`src/verilog/icache_pkg.sv`:
```
// shared types of the instruction cache
// physical address equals virtual address, no MMU in front of the cache
// tags travel as full addresses with the index and offset bits cleared
package icache_pkg;

  localparam int unsigned XLEN = 32;

  // ======================================================================
  // plain vectors
  // ======================================================================
  typedef logic [XLEN-1:0] addr_t;
  typedef logic [XLEN-1:0] instr_t;

  // ======================================================================
  // fetch port
  // ======================================================================
  typedef struct packed {
    addr_t vaddr;
  } fetch_req_t;

  // adef flags a misaligned fetch, instr is zero then
  typedef struct packed {
    addr_t  vaddr;
    instr_t instr;
    logic   adef;
  } fetch_rsp_t;

  // ======================================================================
  // memory read channels
  // ======================================================================
  // line aligned incrementing burst, len is beats minus one
  typedef struct packed {
    addr_t      addr;
    logic [7:0] len;
  } mem_ar_t;

  typedef struct packed {
    instr_t data;
    logic   last;
  } mem_r_t;

endpackage

```
`src/verilog/icache_lookup.sv`:
```
// stage 1 tag compare over all ways and word select from the hit line
// purely combinational, the array outputs are already registered
`timescale 1ns/100ps

module icache_lookup #(
  parameter int WAY_NUM    = 4,
  parameter int LINE_WORDS = 4
) (
  input  icache_pkg::addr_t                              tag_i,
  input  icache_pkg::addr_t [WAY_NUM-1:0]                way_tag_i,
  input  logic [WAY_NUM-1:0]                             way_valid_i,
  input  icache_pkg::instr_t [WAY_NUM-1:0][LINE_WORDS-1:0] way_line_i,
  input  logic [$clog2(LINE_WORDS)-1:0]                  offset_i,
  output logic                                           hit_o,
  output logic [$clog2(WAY_NUM)-1:0]                     hit_way_o,
  output icache_pkg::instr_t                             word_o
);

  localparam int WAY_W = $clog2(WAY_NUM);

  logic [WAY_NUM-1:0] match;

  always_comb begin
    match     = '0;
    hit_way_o = '0;
    word_o    = '0;
    for (int w = 0; w < WAY_NUM; w++) begin
      match[w] = way_valid_i[w] && way_tag_i[w] == tag_i;
      if (match[w]) begin
        hit_way_o = WAY_W'(w);
        word_o    = way_line_i[w][offset_i];
      end
    end
    hit_o = |match;

    // a line is only ever filled on a miss, so one set never
    // holds the same tag twice
    assert final ($onehot0(match))
      else $error("icache_lookup: several ways match one tag");
  end

endmodule

```
`config.mk`:
```
export PLATFORM = sky130hd
export DESIGN_NAME = icache_lookup
export DESIGN_NICKNAME = d
export VERILOG_FILES = /design/src/verilog/icache_pkg.sv /design/src/verilog/icache_lookup.sv
export SDC_FILE = /design/constraint.sdc
export NUM_CORES = 1
export LEC_CHECK = 0
export BUFFER_PORTS_ARGS = -buffer_cell sky130_fd_sc_hd__buf_2
export CAP_MARGIN = 20
export CORE_AREA = 2 2 275 277
export DETAILED_ROUTE_END_ITERATION = 10
export DIE_AREA = 0 0 277 279
export GPL_TIMING_DRIVEN = 0
export SYNTH_ARGS = -nofsm -noshare
export SYNTH_HDL_FRONTEND = slang
export SYNTH_SLANG_ARGS = --single-unit
```
`constraint.sdc`:
```
create_clock -name vclk -period 5.2
set_input_delay 0.78 -clock vclk [all_inputs]
set_output_delay 0.78 -clock vclk [all_outputs]
set_load 0.1 [all_outputs]
```
==> out/qor.txt <==
most frequent CP cell: buf_2
drt wl/cell: 27.53 um
DRC viols: 0
Initial Util: 0.07939
IO buf count: 711
FF+latch area: 0 um2
Seq Cell Count: 0
GPL Wtd Cong: 0.8780
Synth Warn #: 0
Post-Route WL: 63,010 um
CP Data Required Time: 4.42 ns
Vert. Die Dim: 279 um
setup TNS: 0 ns
Pint: 0.4037 mW
largest net degree at the start of global routing: 11
Power Dens Cells: 71.30 mW/mm2
Iter 0 DRT Violations: 619
Comb power frac: 1.000
Flop pwr share: 0
Congestion Overflow GR: 0
die footprint: 0.07728 mm2
Overall Power: 0.7745 mW
Die X: 277 um
core box area: 0.07407 mm2
max frequency: 199.5 MHz
clock power share: 0
crit-path leading delay family: simple AND/OR/NAND/NOR gates
footprint of the multi-input gates: 0.005583 mm2
Seq/Total Area, Yosys: 0
global-route wire length before repair: 80,830 um
first-pass iteration count of the detailed router: 5
status: complete, no violations
Post-Syn Area per Cell: 10.17 um2
Yosys cell types: 29
RSZ-0062 raised after global routing: false
Tightest Pin Transition: 1.002 ns
switching part of the total: 0.4787
Finished Layout Cells: 2,289
layout cells sized above 1: 0.6834
synthesized cell area: 0.005881 mm2
post-route ant nets: 0
startpoint types: primary input
clock buffers: 0
Post-CTS Setup Bufs: 0
maxcap violations: 0
crit path cell chain: buf_2 -> xor2_1 -> nor4_1 -> nand4_1 -> nor3_2 -> buf_4 -> buf_2 -> nand4_1 -> a41oi_1 -> buf_2
Slowest cell on crit path: nor4_1
initial antenna violation count: 41
crit path buf inv count: 4
vias in the first global route: 9,467
Final Hold Fails: 0
Placed Instances: 2,268
nets: 1,978
CP max stage delay: 0.67 ns
fill count: 8,470
FP Rows: 100
fin area: 0.01086 mm2
DP HPWL: 56,610 um
DP Area: 0.01080 mm2
GRT Total Usage: 0.1534
critical path class: primary input to output pin
max-slew violation count: 0
Net Switching: 0.3708 mW
Syn Inst Count: 578
area delta synth->final: 84.72%
period utilisation layout: 0.9640
Worst EP arrival: 4.23 ns
critical path peak fanout: 10
relative max-transition margin: 0.3318
HP Class: primary input to output pin
Setup violations, final: 0
worst hold margin: 2.406 ns
Leak Pwr: 4.755 nW
vias per inst: 3.966
Final min period: 5.013 ns
total number of vias: 9,079
io pins: 713
post-synthesis net count: 1,256
Peak VDD IR: 0.00003487 V
CP Capture Type: output pin
-- repair_timing --
item / 4_1_cts / 5_1_grt
pin swaps: 1 / 0
endpoints found under the setup margin: 13 / 10
resized for setup: 3 / 2
hold buffers: 0 / 0
-- synth_stat cells, drive strengths merged, types with 2 or more instances --
library cell	number	area share
mux4	128	0.49
nand4	108	0.11
xor2	85	0.13
clkbuf	39	0.025
xnor2	38	0.057
nor2	34	0.022
a41oi	32	0.048
and3	32	0.034
buf	32	0.030
nor4	19	0.022
nor3	5	0.0051
nand2	4	0.0026
nand3	4	0.0034
inv	3	0.0019
nor2b	3	0.0032
nand2b	2	0.0021
or4	2	0.0026
-- logic make-up after synthesis --
family          share of synthesized area
buf+inv                           0.05638
compound gates                    0.05341
mux                                0.4902
simple gates                       0.2168
xor+xnor                           0.1832
-- stage by stage --
step / utilization / setup WS, ns
6_report: 0.1467 / 0.1874
2_1_floorplan: - / 0.6530
5_1_grt: 0.1465 / 0.002423
3_5_place_dp: 0.1458 / -0.3364
3_3_place_gp: 0.1438 / -1.726
4_1_cts: 0.1458 / 0.02012
-- cell type report --
cell class | instances | share of cell area
timing repair buffer | 721 | 0.3389
tap | 969 | 0.1116
antenna | 22 | 0.005068
buffer | 70 | 0.02949
inverter | 3 | 0.001037
multi-input combinational | 504 | 0.5139
-- power by group through the flow --
stage / clock [mW] / sequential, mW / combinational, mW
after global placement: 0 / 0 / 0.769
after detailed placement: 0 / 0 / 0.786
after CTS: 0 / 0 / 0.790
after global routing: 0.000000412 / 0 / 0.831
final: 0.000000562 / 0 / 0.775
after floorplan: 0 / 0 / 0.311
-- worst paths after layout --
kind / startpoint / to / slack, ns / depth (start not counted)
max: tag_i[19] / word_o[11] / 0.19 / 10
min: way_line_i[416] / word_o[0] / 2.41 / 5
-- worst min-delay path, delay by kind of cell --
family	cells	cell delay, ns
and+or+nand+nor	1	0.04
muxes	1	0.23
AOI/OAI and AO/OA	1	0.15
buffers and inverters	2	0.42
-- layer usage --
layer	vias to the layer above	global-route usage	part of all wire
met5	-	0	0.00097
met4	10	0.04585	0.036
met3	98	0.02954	0.071
met2	627	0.2668	0.48
met1	4419	0.1912	0.42
li1	3925	-	-
-- layout by cell type (no fill, tap or decap), types with 9 or more instances in the layout --
cell type    n
nor2_1      34
a41oi_1     32
nor4_1      16
mux4_2     128
diode_2     22
buf_6        9
and3_1      32
xnor2_1     38
clkbuf_1    37
nand4_1    108
buf_2      736
xor2_1      85
Power figures use the tool's default switching activity.
