[config.mk]
export PLATFORM = sky130hd
export DESIGN_NAME = icache_plru
export DESIGN_NICKNAME = d
export VERILOG_FILES = /design/src/verilog/icache_plru.sv
export SDC_FILE = /design/constraint.sdc
export NUM_CORES = 1
export LEC_CHECK = 0
export BUFFER_PORTS_ARGS = -buffer_cell sky130_fd_sc_hd__buf_2
export CORE_ASPECT_RATIO = 0.5
export CORE_UTILIZATION = 40
export CTS_BUF_LIST = sky130_fd_sc_hd__clkbuf_16
export DETAILED_ROUTE_END_ITERATION = 16
export PLACE_DENSITY_LB_ADDON = 0.2
export SETUP_SLACK_MARGIN = 0.05
export SLEW_MARGIN = 20
export SYNTH_ARGS = -nofsm -noshare
export SYNTH_HDL_FRONTEND = slang
export SYNTH_SLANG_ARGS = --single-unit
[constraint.sdc]
create_clock -name clk -period 4.2 [get_ports clk]
set_input_delay 0 -clock clk [delete_from_list [all_inputs] [get_ports clk]]
set_output_delay 0 -clock clk [all_outputs]
set_load 0.02 [all_outputs]
[src/verilog/icache_plru.sv]
// tree pseudo LRU, WAY_NUM-1 bits per set kept in flops
// bit 0 at a node sends the victim walk to the lower half
// a hit or a fill points the path bits away from the used way
`timescale 1ns/100ps

module icache_plru #(
  parameter int WAY_NUM = 4,
  parameter int SET_NUM = 16
) (
  input  logic                       clk,
  input  logic                       rst_n,
  input  logic [$clog2(SET_NUM)-1:0] idx_i,
  input  logic                       hit_i,
  input  logic                       fill_i,
  input  logic [$clog2(WAY_NUM)-1:0] way_i,
  output logic [$clog2(WAY_NUM)-1:0] victim_o
);

  localparam int LVL = $clog2(WAY_NUM);

  logic [WAY_NUM-2:0] tree_q [SET_NUM];
  logic [WAY_NUM-2:0] tree_cur;
  logic [WAY_NUM-2:0] tree_nxt;
  logic [LVL-1:0]     used_way;

  assign tree_cur = tree_q[idx_i];
  // on a fill the used way is the victim itself
  assign used_way = hit_i ? way_i : victim_o;

  // follow the bits from the root, node n has children 2n+1 and 2n+2
  always_comb begin
    int node;
    node = 0;
    for (int l = 0; l < LVL; l++) begin
      victim_o[LVL-1-l] = tree_cur[node];
      node = 2 * node + 1 + int'(tree_cur[node]);
    end
  end

  always_comb begin
    int node;
    node     = 0;
    tree_nxt = tree_cur;
    for (int l = 0; l < LVL; l++) begin
      tree_nxt[node] = ~used_way[LVL-1-l];
      node = 2 * node + 1 + int'(used_way[LVL-1-l]);
    end
  end

  always_ff @(posedge clk or negedge rst_n) begin
    if (!rst_n) begin
      for (int s = 0; s < SET_NUM; s++) begin
        tree_q[s] <= '0;
      end
    end else if (hit_i || fill_i) begin
      tree_q[idx_i] <= tree_nxt;
    end
  end

endmodule

==> results of run 1 <==
-- cells in the mapped netlist --
cell type  instances
dfrtp_1           48
mux4_2            13
or3_1              1
nor3_1             4
a221o_1            1
buf_2              3
o211ai_1           1
a22oi_2            1
o221a_2            1
a31oi_1           16
xnor2_1            4
nor2b_1            1
or2_2              1
inv_1              3
a21boi_0           1
o2111ai_1          1
nand2_1            1
or3b_2             2
buf_6              2
clkbuf_1           5
nor2_1            30
mux2_2            34
nand3b_1           1
nand3_1            1
mux2i_1            5
nand2b_1           3
mux2i_4            1
-- worst reg2reg max path, cell delays in order, from the launching register on --
cell and delay [ps]:
dfrtp_1 410, mux4_2 480, mux2_2 310, o221a_2 290, a221o_1 500, mux2_2 380
-- kinds of logic (layout without fill, tap and decap cells) --
| family | count (synthesis) | in the layout | synth area share |
|---|---|---|---|
| DFF | 48 | 48 | 0.498 |
| and+or+nand+nor | 45 | 45 | 0.0845 |
| muxes | 53 | 53 | 0.310 |
| xor gates and xnor gates | 4 | 4 | 0.0145 |
| AOI/OAI and AO/OA | 22 | 22 | 0.0653 |
| buffers and inverters | 13 | 24 | 0.0280 |
-- metal layers --
metal,part of all wire,routed length (µm),track usage
met2,0.43,2220,0.267
met3,0.054,278,0.0713
met5,0,0,0
met4,0.0089,46,0.0521
met1,0.51,2600,0.264
-- layout make-up --
type / count / area (µm²)
fill: 506 / 2890
timing repair buffer: 13 / 75.1
clock buffer: 5 / 125
inverter: 3 / 11.3
multi-input combinational: 124 / 1150
tap: 73 / 91.3
sequential: 48 / 1200
clock inverter: 3 / 90.1
-- power groups by stage --
stage          clock network (W)  registers (W)  logic [W]
3_3_place_gp                   0       0.000770   0.000553
6_report                0.000573       0.000765   0.000571
5_1_grt                 0.000608       0.000789   0.000624
2_1_floorplan                  0       0.000729   0.000463
4_1_cts                 0.000580       0.000765   0.000574
3_5_place_dp                   0       0.000771   0.000570
-- layout by cell type (no fill, tap or decap), drive strengths merged --
master,instances
nor3,4
a221o,1
o211ai,1
nor2,30
bufinv,3
buf,12
nand3,1
a22oi,1
or3b,2
nand2b,3
dfrtp,48
mux2,34
nor2b,1
a31oi,16
dlygate4sd3,1
xnor2,4
o2111ai,1
o221a,1
inv,3
or2,1
mux2i,6
a21boi,1
clkbuf,5
nand2,1
or3,1
nand3b,1
mux4,13
-- final timing paths --
| path | slack [ps] | cells past startpoint | end | from |
|---|---|---|---|---|
| worst max-delay path | 1720 | 5 | tree_q[38]$_DFFE_PN0P_ | tree_q[14]$_DFFE_PN0P_ |
| worst min-delay path | 260 | 2 | tree_q[2]$_DFFE_PN0P_ | rst_n |
| worst max register to register | 1720 | 5 | tree_q[38]$_DFFE_PN0P_ | tree_q[14]$_DFFE_PN0P_ |
| worst min register to register | 510 | 1 | tree_q[39]$_DFFE_PN0P_ | tree_q[39]$_DFFE_PN0P_ |
| max in group asynchronous | 3530 | 2 | tree_q[30]$_DFFE_PN0P_ | rst_n |
| min in group clk | 320 | 4 | tree_q[40]$_DFFE_PN0P_ | idx_i[2] |
-- timing repair --
| action | in CTS | in global routing |
|---|---|---|
| endpoints found under the setup margin | 0 | 0 |
| hold buffers | 1 | 0 |
| hold endpoints to repair | 48 | 0 |
-- through the flow --
| step | hold slack, ps | area, µm² | utilization | setup slack (ps) | total power [W] |
|---|---|---|---|---|---|
| 2_1_floorplan | -296 | 2410 | - | 1980 | 0.00119 |
| 6_report | 259 | 2740 | 0.487 | 1720 | 0.00191 |
| 4_1_cts | 314 | 2740 | 0.486 | 1500 | 0.00192 |
| 3_3_place_gp | 235 | 2510 | 0.446 | 1380 | 0.00132 |
| 3_5_place_dp | 257 | 2510 | 0.446 | 1320 | 0.00134 |
| 5_1_grt | 342 | 2740 | 0.487 | 1600 | 0.00202 |
==> results.yml, run 1 <==
grt:
  grt_pass1_wl_mm: 8.65
  grt_max_degree: 49
  grt_pass1_vias: 1593
  gr-usage-all-layers: 0.187
  antenna_found_initial: 0
  grt-ovfl-total: 0
worst_setup_path:
  cpMaxStageDelayCell: "a221o_1"
  cp-start-kind: "flop"
  cp_max_fo: 16
  worstPathRequired_ps: 4370
  worstSetupPathType: "reg -> reg"
  cpLargestDelayFamily: "multiplexers"
  critPathMaxStageDelay_ps: 500
  crit_top_cell: "mux2_2"
  end_kind: "flop"
  path_buf_inv: 0
  cp.arrival_ps: 2660
  path_cells: "mux4_2 -> mux2_2 -> o221a_2 -> a221o_1 -> mux2_2"
cts:
  worstSkewPairLatency_ps: 290
  clock_sinks: 48
  cts_resized: 0
  cts_root_buf: "clkbuf_16"
  cts_inserted_buffers: 5
  cts.htree.levels: 2
  postCtsSetupBuffers: 0
  clockBufferDepth: 2
  cts_tree: "done"
  clk_pin_slew_ps: 70
final_layout:
  diodes: 0
  drive_gt1_frac: 0.378
  syn_to_final_growth_pct: 13.6
  largest_reg_flops: 48
  top_regs: "tree_q (48)"
  fin_cells: 269
  top_register: "tree_q"
  fin_nets: 205
route:
  first_pass_iters: 10
  drt_wl_total_mm: 5.14
  detail-route-antenna-nets: 0
  dr.first_iter.drc_count: 110
  viasPerCell: 5.62
  via_count: 1513
  drc_errors: 3
  avgRoutedWirePerCell_um: 19.1
placement:
  dp_hpwl_mm: 3.51
  port_buffers: 11
  gp_congestion: 0.769
  post-place-cells: 260
sta:
  fin_setup_tns_ps: 0
  finalCritPeriodShare: 0.592
  fin_worst_skew_ps: 5.92
  fin_crit_ps: 2480
  relSlewSlack: 0.433
  setup_viol_count_final: 0
  rsz0062_at_grt: "no"
  timing.fmax_ghz: 0.403
  hold_violations: 0
  tightestPinTransition_ps: 850
  slew_violations: 0
power_and_ir_drop:
  power_frac_comb: 0.299
  p_switching_w: 0.000543
  p_int_w: 0.00137
  irDropWorstVdd_mv: 0.192
  p_per_area_mw_per_mm2: 696
  p_leak_nw: 1.10
  swShare: 0.284
  clock_power_share: 0.300
  seq_power_share: 0.401
logic_synthesis:
  syn_nets: 195
  syn_area_mm2: 0.00241
  yosys_warnings: 0
  avgSynthCellArea_um2: 13.0
  yosys-top-cells-area: "dfrtp_1 50%, mux2_2 16%, mux4_2 12%"
  ys_seq_elements: 48
  syn_inst: 185
  synth.yosys.seq_area_share: 0.498
  yosysTopAreaCellShare: 0.498
  synth_top_cell_by_area: "dfrtp_1"
  synthDistinctLibCells: 27
die:
  io_pins: 12
  dieHeight_um: 56.9
  design.core.area_mm2: 0.00563
  initial_core_util: 0.428
  dieWidth_um: 112
  rows: 19
  die-area_mm2: 0.00637
worst_hold_path:
  hold_path_class: "in -> async"
outcome:
  status: "finished, violations left"
  violations: "DRC"
job:
  cap_violations: 0
No activity file was read; power rests on OpenSTA's default activity.
==> run 2: changes to the inputs <==
Clock period 4.2 ns to 2.1 ns, I/O delays scaled along.
==> run 2 against run 1 <==
  * The run ends with DRC, setup timing left
  * Worst setup slack got worse by 1800 ps
  * Hold slack lost 110 ps
  * Register-to-register slack got worse by 1800 ps
  * Sequential share of layout area decreased by 3.6 points
  * Global-route usage rose by 1.6 points
  * Die area unchanged
  * Total power grew 100%
  * Sequential cell count stayed put
  * Non-clock buffer count increased by 26
  * Routed wire length rose by 9.4%
==> results.yml, run 2 (same netlist as run 1, synthesis figures left out) <==
worst_setup_path:
  cp_max_fo: 8
  critPathMaxStageDelay_ps: 480
  path_cells: "mux4_2 -> mux2_4 -> o221a_4 -> a221o_2 -> mux2_2"
  crit_cells: 5
  r2r_cells: 5
  cpMaxStageDelayCell: "mux4_2"
  cp-start-kind: "flop"
  cp.arrival_ps: 2390
  r2r_setup_slack_ps: -120
  end_kind: "flop"
  endpoint: "tree_q[38]$_DFFE_PN0P_"
  worstSetupPathType: "reg -> reg"
  cpLargestDelayFamily: "multiplexers"
  path_buf_inv: 0
  crit_start: "tree_q[14]$_DFFE_PN0P_"
  r2r_end: "tree_q[38]$_DFFE_PN0P_"
  worstPathRequired_ps: 2270
  reg2reg_from: "tree_q[14]$_DFFE_PN0P_"
placement:
  postPlaceCellArea_mm2: 0.00271
  port_buffers: 11
  gp_congestion: 0.769
  dp_hpwl_mm: 4.03
job:
  cap_violations: 0
sta:
  fin_worst_skew_ps: 3.34
  fin_crit_ps: 2220
  tightestPinTransition_ps: 522
  relSlewSlack: 0.651
  finalCritPeriodShare: 1.06
  fin_setup_tns_ps: -1820
  rsz0062_at_grt: "yes"
  setup_viol_count_final: 17
  setup_slack_ps: -120
  slew_violations: 0
  timing.fmax_ghz: 0.450
  hold_violations: 0
route:
  detail-route-antenna-nets: 0
  via_count: 1623
  first_pass_iters: 10
  dr.first_iter.drc_count: 124
  viasPerCell: 5.48
  drc_errors: 2
  avgRoutedWirePerCell_um: 19.0
  drt_wl_total_mm: 5.63
final_layout:
  layout_common_cells: "48 x dfrtp_1, 30 x nor2_1, 24 x buf_4"
  fin_nets: 232
  fin_area_mm2: 0.00299
  fillers: 462
  diodes: 0
  drive_gt1_frac: 0.471
  largest_reg_flops: 48
  final_common_cell: "dfrtp_1"
  top_register: "tree_q"
  syn_to_final_growth_pct: 23.8
  top_regs: "tree_q (48)"
power_and_ir_drop:
  clock_power_share: 0.231
  p_int_w: 0.00274
  irDropWorstVdd_mv: 0.541
  p_switching_w: 0.00114
  p_leak_nw: 1.25
  seq_power_share: 0.389
  power_frac_comb: 0.380
  swShare: 0.294
  p_per_area_mw_per_mm2: 1300
cts:
  cts.htree.levels: 2
  clockBufferDepth: 2
  cts_root_buf: "clkbuf_16"
  cts_tree: "done"
  worstSkewPairLatency_ps: 280
  cts_inserted_buffers: 5
  clock_sinks: 48
  clk_pin_slew_ps: 60
grt:
  grt_pass1_vias: 1723
  antenna_found_initial: 0
  gr-usage-all-layers: 0.203
  grt_max_degree: 35
  grt-ovfl-total: 0
  grt_pass1_wl_mm: 9.39
outcome:
  status: "finished, violations left"
  violations: "DRC, setup timing"
die:
  io_pins: 12
  dieHeight_um: 56.9
  dieWidth_um: 112
  initial_core_util: 0.428
  rows: 19
  design.core.area_mm2: 0.00563
  die-area_mm2: 0.00637
worst_hold_path:
  hold_path_class: "in -> async"
[run 2: changes by cell type in the layout (fill, tap and decap cells not counted), moves of 2 or more]
| cell | before | now |
|---|---|---|
| buf_6 | 0 | 4 |
| mux2_4 | 0 | 12 |
| mux2_2 | 34 | 22 |
| mux2i_1 | 4 | 2 |
| bufinv_16 | 3 | 1 |
| buf_4 | 2 | 24 |
| a221o_2 | 0 | 2 |
[run 2: worst min path at each step]
stage	start	to	cells past startpoint
CTS	rst_n	tree_q[36]$_DFFE_PN0P_	2
global placement	rst_n	tree_q[36]$_DFFE_PN0P_	1
finish	rst_n	tree_q[36]$_DFFE_PN0P_	2
floorplan	rst_n	tree_q[0]$_DFFE_PN0P_	0
global route	rst_n	tree_q[36]$_DFFE_PN0P_	2
detailed placement	rst_n	tree_q[36]$_DFFE_PN0P_	1
[run 2: timing repair]
item                                    CTS  global route
setup buffers                             1             2
hold buffers                              1             0
endpoints found under the hold margin    14             0
gates cloned                              1             0
pin swaps                                 2             1
resized for setup                        14             6
endpoints found under the setup margin   17            42
[run 2: cell type report]
type | instances | area (µm²) | area share
multi-input combinational | 125 | 1230 | 0.412
clock buffer | 5 | 125 | 0.0419
tap | 73 | 91.3 | 0.0306
sequential | 48 | 1200 | 0.402
inverter | 3 | 11.3 | 0.00377
clock inverter | 3 | 42.5 | 0.0142
timing repair buffer | 39 | 285 | 0.0955
[run 2: layer usage]
layer	routed length, µm	GRT usage	part of all wire	vias up
met5	0	0	0	-
met4	72	0.0695	0.013	0
met3	431	0.0799	0.077	7
met2	2170	0.269	0.39	32
met1	2950	0.299	0.52	826
li1	-	-	-	758
[run 2: stage by stage]
step,power (W),worst slack (ps),hold slack [ps],cells,utilization
after floorplan,0.00243,-75.8,-296,185,-
after global placement,0.00273,-173,-84.6,283,0.481
after detailed placement,0.00279,-213,-75.1,283,0.481
after CTS,0.00384,-112,154,294,0.523
after global routing,0.00413,-171,202,296,0.530
final,0.00388,-120,149,296,0.530
[run 2: power groups by stage]
| stage | sequential [W] | combinational, W | clock [W] |
|---|---|---|---|
| global route | 0.00156 | 0.00160 | 0.000964 |
| finish | 0.00151 | 0.00148 | 0.000895 |
| CTS | 0.00151 | 0.00141 | 0.000919 |
| floorplan | 0.00146 | 0.000973 | 0 |
| detailed placement | 0.00152 | 0.00127 | 0 |
| global placement | 0.00150 | 0.00124 | 0 |
