[src/verilog/sdp_ram.sv]
// simple dual port RAM, one write port and one registered read port
// a read of the address being written returns the new data
// contents clear on reset so the valid arrays start empty
`timescale 1ns/100ps

module sdp_ram #(
  parameter int DEPTH = 16,
  parameter int WIDTH = 32
) (
  input  logic                     clk,
  input  logic                     rst_n,
  input  logic                     we_i,
  input  logic [$clog2(DEPTH)-1:0] waddr_i,
  input  logic [WIDTH-1:0]         wdata_i,
  input  logic [$clog2(DEPTH)-1:0] raddr_i,
  output logic [WIDTH-1:0]         rdata_o
);

  logic [WIDTH-1:0] mem_q [DEPTH];

  always_ff @(posedge clk or negedge rst_n) begin
    if (!rst_n) begin
      for (int i = 0; i < DEPTH; i++) begin
        mem_q[i] <= '0;
      end
      rdata_o <= '0;
    end else begin
      if (we_i) begin
        mem_q[waddr_i] <= wdata_i;
      end
      // write first on a same address collision
      if (we_i && waddr_i == raddr_i) begin
        rdata_o <= wdata_i;
      end else begin
        rdata_o <= mem_q[raddr_i];
      end
    end
  end

endmodule

[config.mk]
export PLATFORM = sky130hd
export DESIGN_NAME = sdp_ram
export DESIGN_NICKNAME = d
export VERILOG_FILES = /design/src/verilog/sdp_ram.sv
export SDC_FILE = /design/constraint.sdc
export NUM_CORES = 1
export LEC_CHECK = 0
export BUFFER_PORTS_ARGS = -buffer_cell sky130_fd_sc_hd__buf_4
export CAP_MARGIN = 20
export CORE_ASPECT_RATIO = 0.9
export CORE_MARGIN = 4
export CORE_UTILIZATION = 55
export DETAILED_ROUTE_END_ITERATION = 12
export PLACE_DENSITY = 0.77
export SYNTH_ARGS = -nofsm -noshare
export SYNTH_HDL_FRONTEND = slang
export SYNTH_SLANG_ARGS = --single-unit
[constraint.sdc]
create_clock -name clk -period 2.5 [get_ports clk]
set_clock_uncertainty 0.05 [all_clocks]
set_input_delay 0.125 -clock clk [delete_from_list [all_inputs] [get_ports clk]]
set_output_delay 0.125 -clock clk [all_outputs]
set_load 0.005 [all_outputs]
==> results.rst, run 1 <==
.. list-table::
   :header-rows: 1

   * - Metric
     - Value
   * - Status
     - finished, final reports clean
   * - Ports placed on the boundary
     - 75
   * - Width of the chip
     - 228 µm
   * - Seq cells post-synth
     - ~540
   * - Average detailed-routed wire length per instance
     - 25.6 µm
   * - Post-DP HPWL
     - 30.1 mm
   * - Worst Setup End Kind
     - flop
   * - Final Wtd Congestion
     - 0.755
   * - Post-layout nets
     - 1602
   * - Level count of the clock H-tree
     - 2
   * - Number of max-slew violations in the final report
     - 0
   * - Post-detailed-placement cell area
     - 25600 µm²
   * - Top library cells by usage in the layout, fill and taps aside
     - sky130_fd_sc_hd__dfrtp_1 (544), sky130_fd_sc_hd__mux2_2 (441), sky130_fd_sc_hd__mux4_2 (129), sky130_fd_sc_hd__mux2_1 (103), sky130_fd_sc_hd__buf_4 (93)
   * - Primary FF master, synth
     - sky130_fd_sc_hd__dfrtp_1
   * - Fmax
     - 572 MHz
   * - Post-cts resize count
     - 0
   * - Final clock period utilization by the worst path
     - 0.699
   * - DIE HEIGHT
     - a little over 200 µm
   * - Worst Path Required
     - 2.92 ns
   * - Synth unique cells
     - 20
   * - Clock transition at the registers of the reported paths
     - 0.06 ns
   * - Total GRT Usage
     - 0.240
   * - Clock tree from TritonCTS
     - done
   * - Net count of the mapped netlist
     - ~1500
   * - Worst slew margin relative to its limit
     - 0.212
   * - Smallest hold slack
     - 0.0531 ns
   * - Maximum buffer depth of the clock tree
     - 3
   * - Static leakage
     - 0.0119 µW
   * - Cells after Synth
     - 1478
   * - Share of cells above drive strength 1
     - 0.502
   * - Placeable Area
     - 43100 µm²
   * - Shortest clock period the worst path allows after layout
     - 1.75 ns
   * - Insertion delay of the later-clocked pin in the worst-skew pair
     - 0.59 ns
   * - Drc violations
     - 0
   * - CTS root buffer
     - sky130_fd_sc_hd__clkbuf_16
   * - Async SR Flop Fraction
     - 1.00
   * - Commonest non-fill, non-tap cell in the layout
     - sky130_fd_sc_hd__dfrtp_1
   * - R2R depth
     - 3
   * - Pin count of the biggest net entering global routing
     - 84
   * - Signed area change from the synthesized netlist to the final layout
     - 15.3%
   * - Std-Cell Rows
     - 72
   * - Initial antenna violation count
     - 2
   * - Layout Cell Area excl Fill
     - 27700 µm²
   * - Number of buffers created by CTS
     - 54
   * - Largest fanout on the critical path
     - 2
   * - Maximum resistive drop on vdd
     - a little over 0.6 mV
   * - Final global-route overflow total
     - 0
   * - Total Die Area
     - roughly 47000 µm²
   * - Startpoint-to-endpoint class of the critical path
     - reg -> reg
   * - Count of endpoints failing setup in the final report
     - 0
   * - Arrival time at the worst endpoint
     - 2.17 ns
   * - Number of flops mapped to enable cells by yosys
     - 0
   * - Via count
     - 13400
   * - Synthesized area per cell
     - 16.3 µm²
   * - Worst Hold Class
     - in -> async
   * - Measured slew at the worst slew-check pin
     - around 1.2 ns
   * - Post-synthesis sequential area ratio
     - 0.566
   * - Hold Violations, Final
     - 0
   * - CTS Sinks
     - 544
   * - Quantity of I/O buffers inserted on ports
     - 74
   * - Netlist area before placement
     - between 20000 and 25000 µm²
   * - Vias in the first global route
     - 14500
   * - Cell Pwr Density
     - around 880 nW/µm²
   * - First-pass GRT wire length
     - 87.2 mm
   * - Drt pass-1 iters
     - 5
   * - Setup repair after global routing missed its margin
     - false
   * - Number of routed nets with antenna violations
     - 0
   * - Final routed wirelength across all metal layers
     - 55.1 mm
   * - DR vias/cell
     - 6.24
   * - Setup TNS
     - 0 ns
   * - CP Launch Type
     - flop
   * - Violation count after the first detailed-routing iteration
     - 885
   * - Number of warnings reported in the yosys synthesis log
     - 0
   * - Number of maximum-capacitance constraint violations
     - 0
   * - Initial Utilization
     - 0.558
[metal layers]
metal / up-vias / wire, µm / GRT usage
li1: 5682 / - / -
met4: 2 / 984 / 0.0568
met5: - / 12 / 0.00313
met2: 321 / 25700 / 0.373
met1: 7360 / 25600 / 0.361
met3: 75 / 2790 / 0.0402
[power by group]
part	switching [µW]	internal, µW
combinational	1480	2720
clock	3340	4890
sequential	1020	10900
[flip-flops by register name, indices dropped and copies added, names as in the netlist]
name	cells
mem_q	512
rdata_o	32
[timing repair]
item / 4_1_cts / 5_1_grt
hold endpoints to repair: 951 / 0
hold buffers: 33 / 0
buffers inserted: 0 / 0
[synthesized netlist by cell type, types with 4 or more instances]
cell type,number,area share
sky130_fd_sc_hd__dfrtp_1,544,0.57
sky130_fd_sc_hd__mux2_2,441,0.21
sky130_fd_sc_hd__mux4_2,129,0.12
sky130_fd_sc_hd__mux2_1,103,0.048
sky130_fd_sc_hd__a22oi_1,62,0.019
sky130_fd_sc_hd__buf_2,59,0.012
sky130_fd_sc_hd__clkbuf_1,57,0.0089
sky130_fd_sc_hd__nand2_1,36,0.0056
sky130_fd_sc_hd__buf_1,8,0.0012
sky130_fd_sc_hd__buf_4,8,0.0025
sky130_fd_sc_hd__nor2_1,7,0.0011
sky130_fd_sc_hd__nor3_1,4,0.00083
sky130_fd_sc_hd__or3_1,4,0.0010
[path summary, 6_finish.rpt]
check / slack, ns / start / endpoint
setup / recovery: 0.75 / mem_q[350] / rdata_o[30]
hold / removal: 0.05 / rst_n / mem_q[328]
setup reg to reg: 0.75 / mem_q[350] / rdata_o[30]
hold reg to reg: 0.44 / mem_q[417] / mem_q[417]
max in group asynchronous: 1.38 / rst_n / mem_q[351]
min in group clk: 0.06 / raddr_i[3] / rdata_o[30]
[critical path, cell delays in order (launching register included)]
cell and delay (ns):
sky130_fd_sc_hd__dfrtp_1 0.39, sky130_fd_sc_hd__mux4_2 0.47, sky130_fd_sc_hd__mux4_2 0.45, sky130_fd_sc_hd__mux2_2 0.27
[per-stage QoR]
stage | power [µW] | util | instances | setup WS [ns]
floorplan | 14800 | - | 1478 | 0.715
global placement | 15900 | 0.593 | 2025 | 0.457
detailed placement | 16200 | 0.593 | 2025 | 0.396
CTS | 24500 | 0.643 | 2154 | 0.747
global route | 25400 | 0.644 | 2155 | 0.736
finish | 24300 | 0.644 | 2155 | 0.752
[cell families after synthesis]
kind of cell,count (synthesis),share of synthesized area
muxes,673,0.376
AOI/OAI and AO/OA,62,0.0194
and+or+nand+nor,63,0.0124
DFF,544,0.566
buffers and inverters,132,0.0249
xor gates and xnor gates,4,0.00146
[area by class of cell]
class	count	area [µm²]
fill	3001	15300
sequential	544	13600
multi-input combinational	802	9950
clock buffer	81	1670
timing repair buffer	157	1630
tap	555	694
clock inverter	15	156
antenna	1	2.50
No activity file was read; power rests on OpenSTA's default activity.
==> run 2: changes to the inputs <==
--- a/config.mk
+++ b/config.mk
@@ -11,7 +11,7 @@
 export CORE_MARGIN = 4
 export CORE_UTILIZATION = 55
 export DETAILED_ROUTE_END_ITERATION = 12
-export PLACE_DENSITY = 0.77
+export PLACE_DENSITY = 0.8
 export SYNTH_ARGS = -nofsm -noshare
 export SYNTH_HDL_FRONTEND = slang
 export SYNTH_SLANG_ARGS = --single-unit
==> constraint.sdc (replaced) <==
create_clock -name clk -period 1.6 [get_ports clk]
set_clock_uncertainty 0.05 [all_clocks]
set_input_delay 0.08 -clock clk [delete_from_list [all_inputs] [get_ports clk]]
set_output_delay 0.08 -clock clk [all_outputs]
set_load 0.005 [all_outputs]
==> run 2 against run 1 <==
Combinational power increased by 67%. Sequential power increased by 56%. Critical endpoint unchanged. Die area unchanged. Wire length increased by 3.6%. The flow now finishes with violations (negative setup slack). Global-route usage increased by 0.75 points. Power increased by 57%.
==> results.rst, run 2 (synthesis gave the netlist of run 1 again) <==
.. list-table::
   :header-rows: 1

   * - Metric
     - Value
   * - Status
     - complete, but fails checks
   * - Failing checks
     - negative setup slack
   * - Largest registers in the final layout
     - mem_q x512, rdata_o x32
   * - Drt pass-1 iters
     - 5
   * - Via count
     - 13700
   * - Combined buffer and inverter count along the critical path
     - 0
   * - Pin count of the biggest net entering global routing
     - 82
   * - Worst Hold Class
     - in -> async
   * - Maximum resistive drop on vdd
     - approximately 1.1 mV
   * - CTS root buffer
     - sky130_fd_sc_hd__clkbuf_16
   * - Max reg flops
     - 512
   * - Signed area change from the synthesized netlist to the final layout
     - 19.9%
   * - Total area of sequential cells
     - roughly 14000 µm²
   * - Power Internal
     - a little under 30000 µW
   * - Number of buffers created by CTS
     - 53
   * - Static leakage
     - 0.0124 µW
   * - First-pass GRT wire length
     - ~90 mm
   * - Arrival time at the worst endpoint
     - approximately 2.2 ns
   * - Top library cells by usage in the layout, fill and taps aside
     - sky130_fd_sc_hd__dfrtp_1 (544), sky130_fd_sc_hd__mux2_2 (441), sky130_fd_sc_hd__buf_4 (130), sky130_fd_sc_hd__mux4_2 (129), sky130_fd_sc_hd__mux2_1 (103)
   * - Clock transition at the registers of the reported paths
     - about 0.06 ns
   * - Average detailed-routed wire length per instance
     - roughly 26 µm
   * - Final global-route overflow total
     - 0
   * - DIE HEIGHT
     - between 200 and 250 µm
   * - Largest fanout on the critical path
     - 2
   * - Quantity of I/O buffers inserted on ports
     - 74
   * - Worst slew margin relative to its limit
     - 0.461
   * - Crit-path most repeated cell
     - sky130_fd_sc_hd__mux4_2
   * - Cell Pwr Density
     - 1330 nW/µm²
   * - Maximum buffer depth of the clock tree
     - 3
   * - Commonest non-fill, non-tap cell in the layout
     - sky130_fd_sc_hd__dfrtp_1
   * - Minimum setup slack after placement
     - -0.269 ns
   * - Fmax
     - 574 MHz
   * - Total Die Area
     - approximately 47000 µm²
   * - Combined area of the multi-input logic cells
     - 10200 µm²
   * - Top register by number of flip-flops
     - mem_q
   * - Ports placed on the boundary
     - 75
   * - Level count of the clock H-tree
     - 2
   * - Insertion delay of the later-clocked pin in the worst-skew pair
     - 0.59 ns
   * - Initial Utilization
     - 0.558
   * - Family with the most delay on the worst path
     - multiplexers
   * - Worst Path Required
     - 2.03 ns
   * - Placeable Area
     - roughly 43000 µm²
   * - Setup repair after global routing missed its margin
     - true
   * - Clock tree from TritonCTS
     - done
   * - Switching component of the power
     - 9400 µW
   * - Shortest clock period the worst path allows after layout
     - between 1.5 and 2 ns
   * - Final routed wirelength across all metal layers
     - 57.0 mm
   * - Reg power frac
     - 0.486
   * - Number of maximum-capacitance constraint violations
     - 0
   * - Final clock period utilization by the worst path
     - 1.09
   * - Slowest cell on the critical path
     - sky130_fd_sc_hd__mux4_2
   * - CTS Sinks
     - 544
   * - CP Launch Type
     - flop
   * - Count of endpoints failing setup in the final report
     - 1
   * - Hold Violations, Final
     - 0
   * - Post-DP HPWL
     - 34.7 mm
   * - Share of cells above drive strength 1
     - 0.545
   * - Share of total power in the clock network
     - 0.330
   * - Least setup slack across all paths after layout
     - -0.143 ns
   * - Violation count after the first detailed-routing iteration
     - 1039
   * - Worst Setup End Kind
     - flop
   * - Drc violations
     - 0
   * - Share of total power consumed by net switching
     - 0.246
   * - Vias in the first global route
     - about 15000
   * - DR vias/cell
     - 6.16
   * - Total GRT Usage
     - 0.247
   * - Stage delay of the slowest cell on the critical path
     - 0.46 ns
   * - Post-layout nets
     - 1672
   * - Startpoint-to-endpoint class of the critical path
     - reg -> reg
   * - Width of the chip
     - 228 µm
   * - Number of routed nets with antenna violations
     - 0
   * - Number of max-slew violations in the final report
     - 0
   * - Cell Chain, Critical Path
     - mux4_2 > mux4_2 > mux2_2
   * - Std-Cell Rows
     - between 70 and 80
   * - Initial antenna violation count
     - 2
   * - Number of fill cells in the layout
     - 2868
   * - Post-route total power
     - 38200 µW
   * - Measured slew at the worst slew-check pin
     - between 0.8 and 0.9 ns
   * - Final Wtd Congestion
     - 0.794
   * - Part of the total power dissipated in combinational logic
     - 0.183
## run 2: final timing paths
check,from,cells after the start,slack [ns],endpoint
hold reg to reg,mem_q[167],1,0.43,mem_q[167]
min in group clk,waddr_i[2],4,0.13,mem_q[419]
setup reg to reg,mem_q[446],3,-0.14,rdata_o[30]
setup / recovery,mem_q[446],3,-0.14,rdata_o[30]
hold / removal,rst_n,3,0.13,rdata_o[30]
max in group asynchronous,rst_n,3,0.15,rdata_o[2]
## run 2: per-layer routing
metal | vias up | track usage | wire [µm]
met3 | 95 | 0.0371 | 3150
met4 | 0 | 0.0652 | 1400
li1 | 5821 | - | -
met2 | 398 | 0.412 | 28300
met5 | - | 0 | 0
met1 | 7420 | 0.347 | 24200
## run 2: layout make-up
type | instances | area share
Clock inverter | 15 | 0.00547
Clock buffer | 84 | 0.0567
Tap cell | 555 | 0.0241
Sequential cell | 544 | 0.472
Multi-Input combinational cell | 802 | 0.352
Timing Repair Buffer | 228 | 0.0891
Antenna cell | 2 | 0.000174
## run 2: tightest hold or removal path: stages
cell and delay (ns):
sky130_fd_sc_hd__dlygate4sd3_1 0.56, sky130_fd_sc_hd__buf_8 0.23, sky130_fd_sc_hd__buf_12 0.24
## run 2: repair_timing
item                                    in CTS  in global routing
buffers inserted                             1                  4
endpoints found under the hold margin     1088                  0
resized for setup                            1                 40
endpoints found under the setup margin       2                 29
hold buffers                                35                  0
pin swaps                                    0                 25
## run 2: power by group through the flow
stage	Combinational, µW	Clock (µW)	Sequential, µW
after floorplan	4860	0	18200
after global placement	6420	0	18600
after detailed placement	6710	0	18800
after CTS	6860	12800	18600
after global routing	7620	13400	19000
final	7000	12600	18600
## run 2: per-stage QoR
step	std cells	hold WS, ns	TNS (ns)	utilization	cell area (µm²)
after global routing	2230	0.125	-0.264	0.669	28800
after global placement	2089	-0.0802	-9.78	0.614	26400
after detailed placement	2089	-0.0804	-14.33	0.614	26400
final	2230	0.127	-0.143	0.669	28800
after CTS	2224	0.104	-0.153	0.664	28600
after floorplan	1478	-0.266	-0.386	-	24100
==> run 3: changes to the inputs <==
--- a/config.mk
+++ b/config.mk
@@ -11,7 +11,7 @@
 export CORE_MARGIN = 4
 export CORE_UTILIZATION = 55
 export DETAILED_ROUTE_END_ITERATION = 12
-export PLACE_DENSITY = 0.8
+export PLACE_DENSITY = 0.77
 export SYNTH_ARGS = -nofsm -noshare
 export SYNTH_HDL_FRONTEND = slang
 export SYNTH_SLANG_ARGS = --single-unit
==> constraint.sdc (replaced) <==
create_clock -name clk -period 2 [get_ports clk]
set_clock_uncertainty 0.05 [all_clocks]
set_input_delay 0.1 -clock clk [delete_from_list [all_inputs] [get_ports clk]]
set_output_delay 0.1 -clock clk [all_outputs]
set_load 0.005 [all_outputs]
==> run 3 against run 2 <==
The flow now finishes without violations. Count of clock-buffer cells in the layout is 1 higher. Non-clock buffer count decreased by 57. Final area is 3.3% lower. Critical path depth is the same. Flip-flop and latch count unchanged. Highest routed layer unchanged. Critical endpoint unchanged. Largest cell class unchanged. Wire length shrank 1.4%. Utilization is 2.2 points lower. Die area is the same. Largest power group unchanged. Cell count decreased by 2.9%. Global-route usage is essentially flat. Clock power decreased by 21%. Power is 21% lower.
==> results.rst, run 3 (synthesis gave the netlist of run 1 again) <==
.. list-table::
   :header-rows: 1

   * - Metric
     - Value
   * - Status
     - finished, final reports clean
   * - Post-route total power
     - 30200 µW
   * - Startpoint-to-endpoint class of the critical path
     - reg -> reg
   * - Worst r2r src
     - mem_q[30]
   * - Global routing usage on met1
     - 0.364
   * - Drc violations
     - 0
   * - Via count
     - 13700
   * - Largest registers in the final layout
     - mem_q x512, rdata_o x32
   * - Most used routing layer in global routing
     - met2
   * - Shortest clock period the worst path allows after layout
     - ~1.8 ns
   * - Level count of the clock H-tree
     - 2
   * - Top register by number of flip-flops
     - mem_q
   * - Setup repair after global routing missed its margin
     - false
   * - Clock tree from TritonCTS
     - done
   * - Number of max-slew violations in the final report
     - 0
   * - Cell Pwr Density
     - about 1100 nW/µm²
   * - Number of maximum-capacitance constraint violations
     - 0
   * - DIE HEIGHT
     - 206 µm
   * - Top library cells by usage in the layout, fill and taps aside
     - sky130_fd_sc_hd__dfrtp_1 (544), sky130_fd_sc_hd__mux2_2 (441), sky130_fd_sc_hd__mux4_2 (129), sky130_fd_sc_hd__mux2_1 (103), sky130_fd_sc_hd__buf_4 (96)
   * - Worst slew margin relative to its limit
     - 0.413
   * - Placeable Area
     - 43100 µm²
   * - Minimum setup slack among reg-to-reg paths
     - 0.22 ns
   * - Maximum buffer depth of the clock tree
     - 3
   * - Post-CTS setup buffer count
     - 0
   * - Std-Cell Rows
     - 72
   * - Final Wtd Congestion
     - 0.761
   * - CTS root buffer
     - sky130_fd_sc_hd__clkbuf_16
   * - Total GRT Usage
     - 0.247
   * - Average detailed-routed wire length per instance
     - around 26 µm
   * - Worst Hold Class
     - in -> async
   * - Largest fanout on the critical path
     - 2
   * - Final global-route overflow total
     - 0
   * - Initial Utilization
     - 0.558
   * - Final clock period utilization by the worst path
     - 0.889
   * - DR vias/cell
     - approximately 6.3
   * - Post-DP HPWL
     - around 32 mm
   * - CP Launch Type
     - flop
   * - Critical register-to-register path endpoint
     - rdata_o[30]
   * - First-pass GRT wire length
     - 89.8 mm
   * - Width of the chip
     - 228 µm
   * - Share of cells above drive strength 1
     - 0.503
   * - Clock transition at the registers of the reported paths
     - approximately 0.06 ns
   * - Arrival time at the worst endpoint
     - approximately 2.2 ns
   * - Pin count of the biggest net entering global routing
     - ~110
   * - Number of routed nets with antenna violations
     - 0
   * - Number of buffers created by CTS
     - 53
   * - Total Die Area
     - ~47000 µm²
   * - Met2 usage
     - 0.389
   * - Initial antenna violation count
     - 0
   * - R2R depth
     - 3
   * - Final routed wirelength across all metal layers
     - 56.2 mm
   * - Worst Path Required
     - 2.43 ns
   * - Vias in the first global route
     - 14800
   * - Ports placed on the boundary
     - 75
   * - Drt pass-1 iters
     - 5
   * - Measured slew at the worst slew-check pin
     - 0.879 ns
   * - Fmax
     - 563 MHz
   * - Insertion delay of the later-clocked pin in the worst-skew pair
     - 0.61 ns
   * - Number of fill cells in the layout
     - about 3000
   * - Maximum resistive drop on vdd
     - 0.811 mV
   * - Worst Setup End Kind
     - flop
   * - Met3 demand-to-capacity share in global routing
     - 0.0431
   * - Signed area change from the synthesized netlist to the final layout
     - 15.9%
   * - Utilization of the core after routing
     - 0.647
   * - Hold Violations, Final
     - 0
   * - Quantity of I/O buffers inserted on ports
     - 74
   * - Setup TNS
     - 0 ns
   * - Count of endpoints failing setup in the final report
     - 0
   * - Post-layout nets
     - 1615
   * - Max reg flops
     - 512
   * - Violation count after the first detailed-routing iteration
     - 1065
   * - Commonest non-fill, non-tap cell in the layout
     - sky130_fd_sc_hd__dfrtp_1
   * - CTS Sinks
     - ~540
   * - Static leakage
     - 0.0120 µW
## run 3: metrics by stage
step	worst slack, ns	hold slack (ns)	instance area (µm²)	cells
after global placement	0.0817	-0.121	25800	2038
after floorplan	0.240	-0.246	24000	1478
after detailed placement	0.0529	-0.121	25800	2038
after global routing	0.201	0.0753	27900	2164
final	0.222	0.0559	27900	2165
after CTS	0.221	0.0426	27900	2164
## run 3: power by group
part / internal, µW / switching (µW) / total (µW) / leakage, µW
logic: 3430 / 1870 / 5290 / 0.00444
registers: 13600 / 1320 / 14900 / 0.00668
clock network: 5820 / 4140 / 9960 / 0.000866
## run 3: routing by layer
layer | share of wire | vias to the layer above
li1 | - | 5717
met2 | 0.48 | 373
met1 | 0.45 | 7512
met3 | 0.058 | 71
met4 | 0.018 | 0
met5 | 0 | -
## run 3: worst max-delay path, stage by stage (launching register included)
cell	delay (ns)
sky130_fd_sc_hd__dfrtp_1	0.38
sky130_fd_sc_hd__mux4_2	0.47
sky130_fd_sc_hd__mux4_2	0.47
sky130_fd_sc_hd__mux2_2	0.29
## run 3: repair_timing
action | in CTS | in global routing
hold endpoints to repair | 1088 | 0
hold buffers | 34 | 0
gates resized for setup | 0 | 0
## run 3: how the worst max path moves through the flow
stage,start,to,slack (ns)
floorplan,raddr_i[1],rdata_o[12],0.24
global placement,raddr_i[0],rdata_o[24],0.08
detailed placement,raddr_i[0],rdata_o[3],0.05
CTS,mem_q[30],rdata_o[30],0.22
global route,mem_q[350],rdata_o[30],0.20
finish,mem_q[30],rdata_o[30],0.22
## run 3: area by class of cell
class                   instances  area (µm²)  area share
multi-input cells             802        9950       0.357
repair buffers                171        1860      0.0668
flip-flops and latches        544       13600       0.489
diodes                          1        2.50   0.0000898
clock inverters                 7        63.8     0.00229
clock buffers                  85        1680      0.0603
well taps                     555         694      0.0249
